`src/include/counter_config.svh`:
```
// ======================================================================
// Build constants for the event counter and its pattern trigger
// ======================================================================
`ifndef COUNTER_CONFIG_SVH
`define COUNTER_CONFIG_SVH

// Counter sizing
`define CNT_WIDTH   12
`define CNT_MAX     2048          // Wrap limit, top count is CNT_MAX-1

// Pattern generator
`define PAT_WIDTH   28
`define PAT_SEED    28'hFEEDBEE   // LFSR value out of reset

// Trigger match on the selected byte
`define TRIG_MASK   8'h0F
`define TRIG_VALUE  8'h0A

`endif

```
`src/hdl/counter_types_pkg.sv`:
```
// ======================================================================
// Counter opcode and status flag types
// ======================================================================
`default_nettype none

package counter_types_pkg;

    // One operation per cycle, resolved by count_control
    typedef enum logic [2:0] {
        OP_HOLD  = 3'd0,
        OP_CLEAR = 3'd1,
        OP_LOAD  = 3'd2,
        OP_UP    = 3'd3,
        OP_DOWN  = 3'd4
    } count_op_t;

    typedef struct packed {
        logic overflow;   // Up-count wrapped to zero
        logic underflow;  // Down-count wrapped to top
        logic zero;
    } count_flags_t;

endpackage

`default_nettype wire

```
`src/hdl/pattern_types_pkg.sv`:
```
// ======================================================================
// Byte view select and trigger monitor state types
// ======================================================================
`default_nettype none

package pattern_types_pkg;

    // Eight views of the LFSR, plain bytes first, then XOR pairs
    typedef enum logic [2:0] {
        VIEW_B0, VIEW_B1, VIEW_B2, VIEW_B3,
        VIEW_X01, VIEW_X20, VIEW_X31, VIEW_X30
    } byte_view_t;

    typedef enum logic [1:0] {
        TRIG_IDLE  = 2'd0,
        TRIG_ARMED = 2'd1,  // One match seen
        TRIG_FIRE  = 2'd2   // Clear pulse cycle
    } trig_state_t;

endpackage

`default_nettype wire

```
`src/hdl/count_step_if.sv`:
```
// ======================================================================
// Opcode and counter status link between control and datapath
// ======================================================================
`timescale 1ns/100ps
`default_nettype none

`include "counter_config.svh"

interface count_step_if
    import counter_types_pkg::*;
    ();

    count_op_t              op;          // Valid every cycle
    logic [`CNT_WIDTH-1:0]  load_value;
    logic [`CNT_WIDTH-1:0]  count;       // Current counter register
    logic                   wrapped;     // Registered overflow or underflow

    modport control (
        output op,
        output load_value
    );

    modport datapath (
        input  op,
        input  load_value,
        output count,
        output wrapped
    );

endinterface

`default_nettype wire

```
`src/hdl/count_control.sv`:
```
// ======================================================================
// Strobe and forced clear decode into a single counter opcode,
// plus the pattern advance enable
// ======================================================================
`timescale 1ns/100ps
`default_nettype none

`include "counter_config.svh"

module count_control
    import counter_types_pkg::*;
(
    input  wire logic                  clk,
    input  wire logic                  rst,
    input  wire logic                  count_enable,
    input  wire logic                  count_direction,  // 0 up, 1 down
    input  wire logic                  load_counter,
    input  wire logic [`CNT_WIDTH-1:0] load_value,
    input  wire logic                  force_clear,
    count_step_if.control              step,
    output logic                       pattern_step
);

    logic clear_busy;  // Counter is taking up a forced clear

    // Priority: clear, load, count, hold
    always_comb begin
        if (force_clear) begin
            step.op = OP_CLEAR;
        end else if (load_counter) begin
            step.op = OP_LOAD;
        end else if (count_enable) begin
            step.op = count_direction ? OP_DOWN : OP_UP;
        end else begin
            step.op = OP_HOLD;
        end
    end

    assign step.load_value = load_value;

    // Set for the cycle after an OP_CLEAR edge
    always_ff @(posedge clk or posedge rst) begin
        if (rst) begin
            clear_busy <= 1'b0;
        end else begin
            clear_busy <= (step.op == OP_CLEAR);
        end
    end

    // LFSR rests while the clear settles
    assign pattern_step = count_enable & ~clear_busy;

endmodule

`default_nettype wire

```
`src/hdl/count_datapath.sv`:
```
// ======================================================================
// Counter register with wrap, status flags and output register
// ======================================================================
`timescale 1ns/100ps
`default_nettype none

`include "counter_config.svh"

module count_datapath
    import counter_types_pkg::*;
(
    input  wire logic               clk,
    input  wire logic               rst,
    count_step_if.datapath          step,
    output logic [`CNT_WIDTH-1:0]   counter_value,
    output count_flags_t            flags
);

    localparam int CNT_W = `CNT_WIDTH;
    localparam logic [CNT_W-1:0] COUNT_TOP = CNT_W'(`CNT_MAX - 1);

    logic [CNT_W-1:0] counter;
    logic [CNT_W-1:0] next_count;
    count_flags_t     next_flags;

    // Next value and flags for the presented opcode
    always_comb begin
        next_count = counter;
        next_flags = flags;  // Hold keeps everything
        case (step.op)
            OP_CLEAR: begin
                next_count = '0;
            end
            OP_LOAD: begin
                next_count = step.load_value;
            end
            OP_UP: begin
                next_count = (counter == COUNT_TOP) ? '0 : counter + 1'b1;
            end
            OP_DOWN: begin
                next_count = (counter == '0) ? COUNT_TOP : counter - 1'b1;
            end
            default: begin
                next_count = counter;
            end
        endcase

        if (step.op != OP_HOLD) begin
            next_flags.overflow  = (step.op == OP_UP) && (counter == COUNT_TOP);
            next_flags.underflow = (step.op == OP_DOWN) && (counter == '0);
            next_flags.zero      = (next_count == '0);
        end
    end

    always_ff @(posedge clk or posedge rst) begin
        if (rst) begin
            counter <= '0;
            flags   <= '{overflow: 1'b0, underflow: 1'b0, zero: 1'b1};
        end else begin
            counter <= next_count;
            flags   <= next_flags;
        end
    end

    // Output stage, one cycle behind the counter
    always_ff @(posedge clk or posedge rst) begin
        if (rst) begin
            counter_value <= '0;
        end else if (step.op == OP_CLEAR) begin
            counter_value <= '0;  // Clear hits both stages at once
        end else begin
            counter_value <= counter;
        end
    end

    assign step.count   = counter;
    assign step.wrapped = flags.overflow | flags.underflow;

endmodule

`default_nettype wire

```
`src/hdl/counter_host_top.sv`:
```
// ======================================================================
// Event counter top level with pattern-triggered clear
// ======================================================================
`timescale 1ns/100ps
`default_nettype none

`include "counter_config.svh"

module counter_host_top
    import counter_types_pkg::*;
(
    input  wire logic                  clk,
    input  wire logic                  rst,
    input  wire logic                  count_enable,
    input  wire logic                  count_direction,
    input  wire logic                  load_counter,
    input  wire logic [`CNT_WIDTH-1:0] load_value,
    output logic [`CNT_WIDTH-1:0]      counter_value,
    output logic                       counter_overflow,
    output logic                       counter_underflow,
    output logic                       counter_zero
);

    count_flags_t flags;
    logic         pattern_step;
    logic [7:0]   sample_byte;
    logic         force_clear;

    count_step_if step ();

    count_control count_control_inst (
        .clk             (clk),
        .rst             (rst),
        .count_enable    (count_enable),
        .count_direction (count_direction),
        .load_counter    (load_counter),
        .load_value      (load_value),
        .force_clear     (force_clear),
        .step            (step.control),
        .pattern_step    (pattern_step)
    );

    count_datapath count_datapath_inst (
        .clk           (clk),
        .rst           (rst),
        .step          (step.datapath),
        .counter_value (counter_value),
        .flags         (flags)
    );

    pattern_source pattern_source_inst (
        .clk          (clk),
        .rst          (rst),
        .pattern_step (pattern_step),
        .count        (step.count),
        .wrapped      (step.wrapped),
        .sample_byte  (sample_byte)
    );

    // Samples on the same strobe that advances the LFSR
    trigger_monitor trigger_monitor_inst (
        .clk          (clk),
        .rst          (rst),
        .sample_byte  (sample_byte),
        .sample_valid (pattern_step),
        .force_clear  (force_clear)
    );

    assign counter_overflow  = flags.overflow;
    assign counter_underflow = flags.underflow;
    assign counter_zero      = flags.zero;

endmodule

`default_nettype wire

```
`src/hdl/pattern_source.sv`:
```
// ======================================================================
// Pattern LFSR, byte view selector and sample byte mux
// ======================================================================
`timescale 1ns/100ps
`default_nettype none

`include "counter_config.svh"

module pattern_source
    import pattern_types_pkg::*;
(
    input  wire logic                  clk,
    input  wire logic                  rst,
    input  wire logic                  pattern_step,
    input  wire logic [`CNT_WIDTH-1:0] count,
    input  wire logic                  wrapped,
    output logic [7:0]                 sample_byte
);

    logic [`PAT_WIDTH-1:0] lfsr;
    byte_view_t            view_sel;
    logic                  feedback;
    logic                  view_advance;

    assign feedback = lfsr[27] ^ lfsr[22] ^ lfsr[16] ^ lfsr[3];

    // Rotate views on a wrap or every 16th count
    assign view_advance = wrapped || (count[3:0] == 4'h0);

    always_ff @(posedge clk or posedge rst) begin
        if (rst) begin
            lfsr     <= `PAT_SEED;
            view_sel <= VIEW_B0;
        end else if (pattern_step) begin
            lfsr <= {lfsr[`PAT_WIDTH-2:0], feedback};
            if (view_advance) begin
                view_sel <= byte_view_t'(view_sel + 3'd1);  // 7 wraps to 0
            end
        end
    end

    always_comb begin
        case (view_sel)
            VIEW_B0:  sample_byte = lfsr[7:0];
            VIEW_B1:  sample_byte = lfsr[15:8];
            VIEW_B2:  sample_byte = lfsr[23:16];
            VIEW_B3:  sample_byte = lfsr[27:20];  // Overlaps B2 by four bits
            VIEW_X01: sample_byte = lfsr[7:0] ^ lfsr[15:8];
            VIEW_X20: sample_byte = lfsr[23:16] ^ lfsr[7:0];
            VIEW_X31: sample_byte = lfsr[27:20] ^ lfsr[15:8];
            VIEW_X30: sample_byte = lfsr[27:20] ^ lfsr[7:0];
            default:  sample_byte = 8'h00;
        endcase
    end

endmodule

`default_nettype wire

```
`src/hdl/trigger_monitor.sv`:
```
// ======================================================================
// Two-match trigger FSM driving the forced clear pulse
// ======================================================================
`timescale 1ns/100ps
`default_nettype none

`include "counter_config.svh"

module trigger_monitor
    import pattern_types_pkg::*;
(
    input  wire logic       clk,
    input  wire logic       rst,
    input  wire logic [7:0] sample_byte,
    input  wire logic       sample_valid,
    output logic            force_clear
);

    trig_state_t state;
    trig_state_t state_next;
    logic        match;

    assign match = ((sample_byte & `TRIG_MASK) == `TRIG_VALUE);

    always_comb begin
        state_next = state;
        case (state)
            TRIG_IDLE: begin
                if (sample_valid && match) begin
                    state_next = TRIG_ARMED;
                end
            end
            TRIG_ARMED: begin
                if (sample_valid) begin
                    state_next = match ? TRIG_FIRE : TRIG_IDLE;
                end
            end
            // Single pulse, then start over
            default: state_next = TRIG_IDLE;
        endcase
    end

    always_ff @(posedge clk or posedge rst) begin
        if (rst) begin
            state <= TRIG_IDLE;
        end else begin
            state <= state_next;
        end
    end

    assign force_clear = (state == TRIG_FIRE);

endmodule

`default_nettype wire

```
`config.mk`:
```
export PLATFORM = sky130hd
export DESIGN_NAME = counter_host_top
export DESIGN_NICKNAME = d
export VERILOG_FILES = /design/src/hdl/counter_types_pkg.sv /design/src/hdl/pattern_types_pkg.sv /design/src/hdl/count_step_if.sv /design/src/hdl/count_control.sv /design/src/hdl/count_datapath.sv /design/src/hdl/counter_host_top.sv /design/src/hdl/pattern_source.sv /design/src/hdl/trigger_monitor.sv
export VERILOG_INCLUDE_DIRS = /design/src /design/src/include
export SDC_FILE = /design/constraint.sdc
export NUM_CORES = 1
export LEC_CHECK = 0
export BUFFER_PORTS_ARGS = -buffer_cell sky130_fd_sc_hd__buf_2
export CORE_MARGIN = 5
export CORE_UTILIZATION = 50
export CTS_CLUSTER_DIAMETER = 30
export CTS_CLUSTER_SIZE = 16
export DETAILED_ROUTE_END_ITERATION = 10
export PLACE_DENSITY = 0.69
export SLEW_MARGIN = 25
export SYNTH_ARGS = -nofsm -noshare
export SYNTH_HDL_FRONTEND = slang
export SYNTH_SLANG_ARGS = --single-unit
```
`constraint.sdc`:
```
create_clock -name clk -period 2.85 [get_ports clk]
set_input_delay 0.285 -clock clk [delete_from_list [all_inputs] [get_ports clk]]
set_output_delay 0.285 -clock clk [all_outputs]
set_load 0.1 [all_outputs]
```
==> parameters.txt <==
Parameter                              Value

Timing
  Final Slew Violations    0
  Final hold violations    0
  Actual transition at the worst max-transition pin    0.719 ns
  Setup_tns    0 ns
  Final worst clock skew    between 0.007 and 0.008 ns
  Final setup fails    0
  Period utilisation layout    a little over nine tenths
  Crit path time final    between 2 and 3 ns
  Setup repair after global routing missed its margin    false
  Fmax achieved    368 MHz
  Relative slew margins    around half

Yosys
  Distinct cells, synth    60
  Net count after synthesis    364
  Part of the Yosys area used for sequential elements    45.1%
  Mapped Area    about 0.0035 mm2
  Async set or reset register ratio after synthesis    100%
  Average footprint of a synthesized cell    10.2 um2
  Flops & latches, synth    between 60 and 70
  Syn Inst Count    339
  Main synth FF type    dfrtp_1
  Ys Warns    0
  Number of enable flip-flop cells after synthesis    0

Clock network
  Clock Latency Late Sink    between 0.3 and 0.4 ns
  Cts repair resizes    0
  Clock net sink count    slightly above 60
  Number of buffers on the longest clock path    2
  CTS tree    done
  Clock-pin transition on the worst setup and hold timing paths    ~0.07 ns
  Total clock buffers created by CTS    9
  Number of buffers inserted by post-CTS setup repair    0
  Root cell of the clock tree    clkbuf_8
  Depth of the CTS H-tree    3
  Post-CTS Hold Buffers    0

Die
  Die span in y    93.1 um
  Total I/O pin count    32
  Die width    93.1 um
  DIE AREA    between 0.008 and 0.009 mm2
  Initial Util    roughly 50%
  Std-Cell Rows    30
  Area of the core    slightly below 0.007 mm2

GRT
  Global-route wire length before repair    13700 um
  Number of antenna violations at the first check in global routing    0
  Largest net degree at the start of global routing    37
  Number of global-route vias before repair    roughly 2800
  Sum of overflow across all layers after global routing    0
  Total global routing track utilization    about a fifth

Critical path
  Critical path type    reg -> reg
  Required time at the endpoint of the critical path    3.10 ns
  Category of the worst setup path launch point    flip-flop
  Number of cells on the worst reg-to-reg path    8
  Crit path capture type    flip-flop
  Arrival time of the worst setup path    2.97 ns
  Maximum fanout encountered on the critical timing path    4

Layout
  Area growth from synthesis to layout    14.6%
  Summed area of non-filler cells in the final layout    approximately 0.004 mm2
  Share of post-route cells with drive strength above 1    between 30% and 40%
  Number of filler cells placed in the layout    ~580
  Diodes inserted    0
  Layout Nets    approximately 400

Routing
  Number of iterations in the first detailed-routing pass    5
  Post-detailed-route count of antenna-violating nets    0
  Via count    roughly 2800
  Average detailed-routed wire length per instance    17.7 um
  Total wire length after detailed routing    about 8000 um
  DR DRC count    0
  Detail-routed via count per cell    around 6.1
  DRC violation total after the first TritonRoute iteration    approximately 160

Power and ir drop
  Relative contribution of the clock network to total power    approximately 22%
  Leakage Power    1.70 nW
  Net switching power    1.38 mW
  Maximum VDD drop    approximately 350 uV
  Internal power contribution    ~2.2 mW
  Share of power burned in registers    a little over two fifths
  Proportion of power drawn by combinational gates    a little over a third
  Power density relative to cell area    between 800 and 900 mW/mm2
  Sw Share    between 30% and 40%

Place
  Final HPWL DP    a little over 6000 um
  Post-Place Cell Area    about 0.0037 mm2
  GPL Wtd Cong    a little under 1
  Count of port buffers added during placement    31

Flow run
  Number of maximum-capacitance constraint violations    0

Outcome
  Run status    completed

Hold path
  Worst min path class    in -> async
==> layer usage <==
| metal | global-route usage [%] | vias up | wire [um] |
|---|---|---|---|
| li1 | - | 1313 | - |
| met1 | 24.8 | 1365 | 3370 |
| met2 | 34.3 | 111 | 4160 |
| met3 | 4.18 | 16 | 491 |
| met4 | 7.33 | 0 | 152 |
| met5 | 0 | - | 0 |
==> metrics by stage <==
stage | power, mW | worst slack (ns) | cells | utilization (%) | hold slack, ns
4_1_cts | 3.57 | 0.166 | 463 | 58.4 | 0.0828
2_1_floorplan | 2.45 | 0.368 | 339 | - | 0.423
3_5_place_dp | 2.76 | 0.191 | 447 | 55.4 | 0.448
5_1_grt | 3.77 | 0.00232 | 463 | 58.5 | 0.134
3_3_place_gp | 2.73 | 0.157 | 447 | 55.4 | 0.437
6_report | 3.54 | 0.135 | 463 | 58.5 | 0.0653
==> worst paths after layout <==
path,to,slack [ns],from
worst min register to register,trigger_monitor_inst.state[0]$_DFFE_PP0P_,0.46,trigger_monitor_inst.state[1]$_DFFE_PP0P_
worst max-delay path,count_datapath_inst.flags[0]$_DFFE_PP1P_,0.14,count_datapath_inst.step.count[0]$_DFF_PP0_
worst min-delay path,count_datapath_inst.step.count[11]$_DFF_PP0_,0.07,rst
max in group asynchronous,pattern_source_inst.lfsr[27]$_DFFE_PP1P_,2.05,rst
min in group clk,count_datapath_inst.step.count[3]$_DFF_PP0_,0.22,load_value[3]
worst max register to register,count_datapath_inst.flags[0]$_DFFE_PP1P_,0.14,count_datapath_inst.step.count[0]$_DFF_PP0_
==> power groups by stage <==
| stage | combinational, mW | clock, mW | sequential (mW) |
|---|---|---|---|
| after floorplan | 0.869 | 0 | 1.58 |
| after global placement | 1.24 | 0 | 1.49 |
| after detailed placement | 1.26 | 0 | 1.51 |
| after CTS | 1.27 | 0.811 | 1.49 |
| after global routing | 1.39 | 0.841 | 1.53 |
| final | 1.27 | 0.788 | 1.49 |
==> state kept, by name, indices dropped and copies added (netlist names) <==
name                               cells
count_datapath_inst.counter_value     12
count_datapath_inst.flags              3
count_control_inst.clear_busy          1
pattern_source_inst.view_sel           3
trigger_monitor_inst.state             2
count_datapath_inst.step.count        12
pattern_source_inst.lfsr              28
==> cells by family after synthesis <==
kind of cell	count (synthesis)	synth area share [%]
fa+ha+maj	8	2.90
mux	31	9.93
xor+xnor	18	4.57
compound gates	77	15.2
simple gates	106	17.5
buf+inv	38	4.75
flops	61	45.1
==> final cells by class <==
class	instances	area, um2	area share, %
clock buffers	9	124	3.13
repair buffers	50	298	7.53
multi-input cells	240	1740	43.9
clock inverters	7	80.1	2.03
well taps	80	100	2.53
inverters	16	60.1	1.52
flip-flops and latches	61	1560	39.3
==> synthesized netlist by cell type, types with 3 or more instances <==
cell	n	area, um2
dfrtp_1	38	951
mux2_2	26	293
dfstp_2	23	604
nor2_1	23	86.3
a21oi_1	20	100
nand2_1	18	67.6
inv_1	14	52.6
clkbuf_1	13	48.8
nor3_1	13	65.1
o21ai_0	13	65.1
xnor2_1	11	96.3
and2_1	9	56.3
ha_1	8	100
nor2b_1	7	43.8
xor2_1	7	61.3
a221oi_1	6	52.6
buf_2	5	25.0
mux2i_1	5	50.1
nand3_1	5	25.0
or4_1	5	37.5
a211oi_1	4	30.0
nand2b_1	4	25.0
o21ai_1	4	20.0
or3_1	4	25.0
a2111oi_0	3	26.3
o311ai_1	3	26.3
o31ai_1	3	22.5
==> cells in the final DEF, fill, tap and decap left out, types with 3 or more instances in the layout <==
cell type and count:
o21ai_1 4, buf_2 31, inv_6 3, inv_1 13, clkbuf_8 9, a2111oi_0 3, a21oi_1 20, nor2_1 23
o21ai_0 13, ha_1 8, or4_1 5, mux2_2 26, mux2i_1 5, a211oi_1 4, nor2b_1 7, and2_1 9
o31ai_1 3, xor2_1 7, o311ai_1 3, nor3_1 13, dfrtp_1 38, dfstp_2 23, or3_1 4, nand2b_1 4
buf_4 19, nand2_1 18, a221oi_1 6, nand3_1 4, inv_2 3, xnor2_1 11
==> worst max-delay path: stages (launching register included) <==
cell and delay, ns:
dfrtp_1 0.38, inv_1 0.10, ha_1 0.20, or3b_2 0.52, nor4_1 0.34, xnor2_1 0.17
o211ai_1 0.16, or4_1 0.58, o31ai_2 0.19
(Power assumes the default switching activity.)
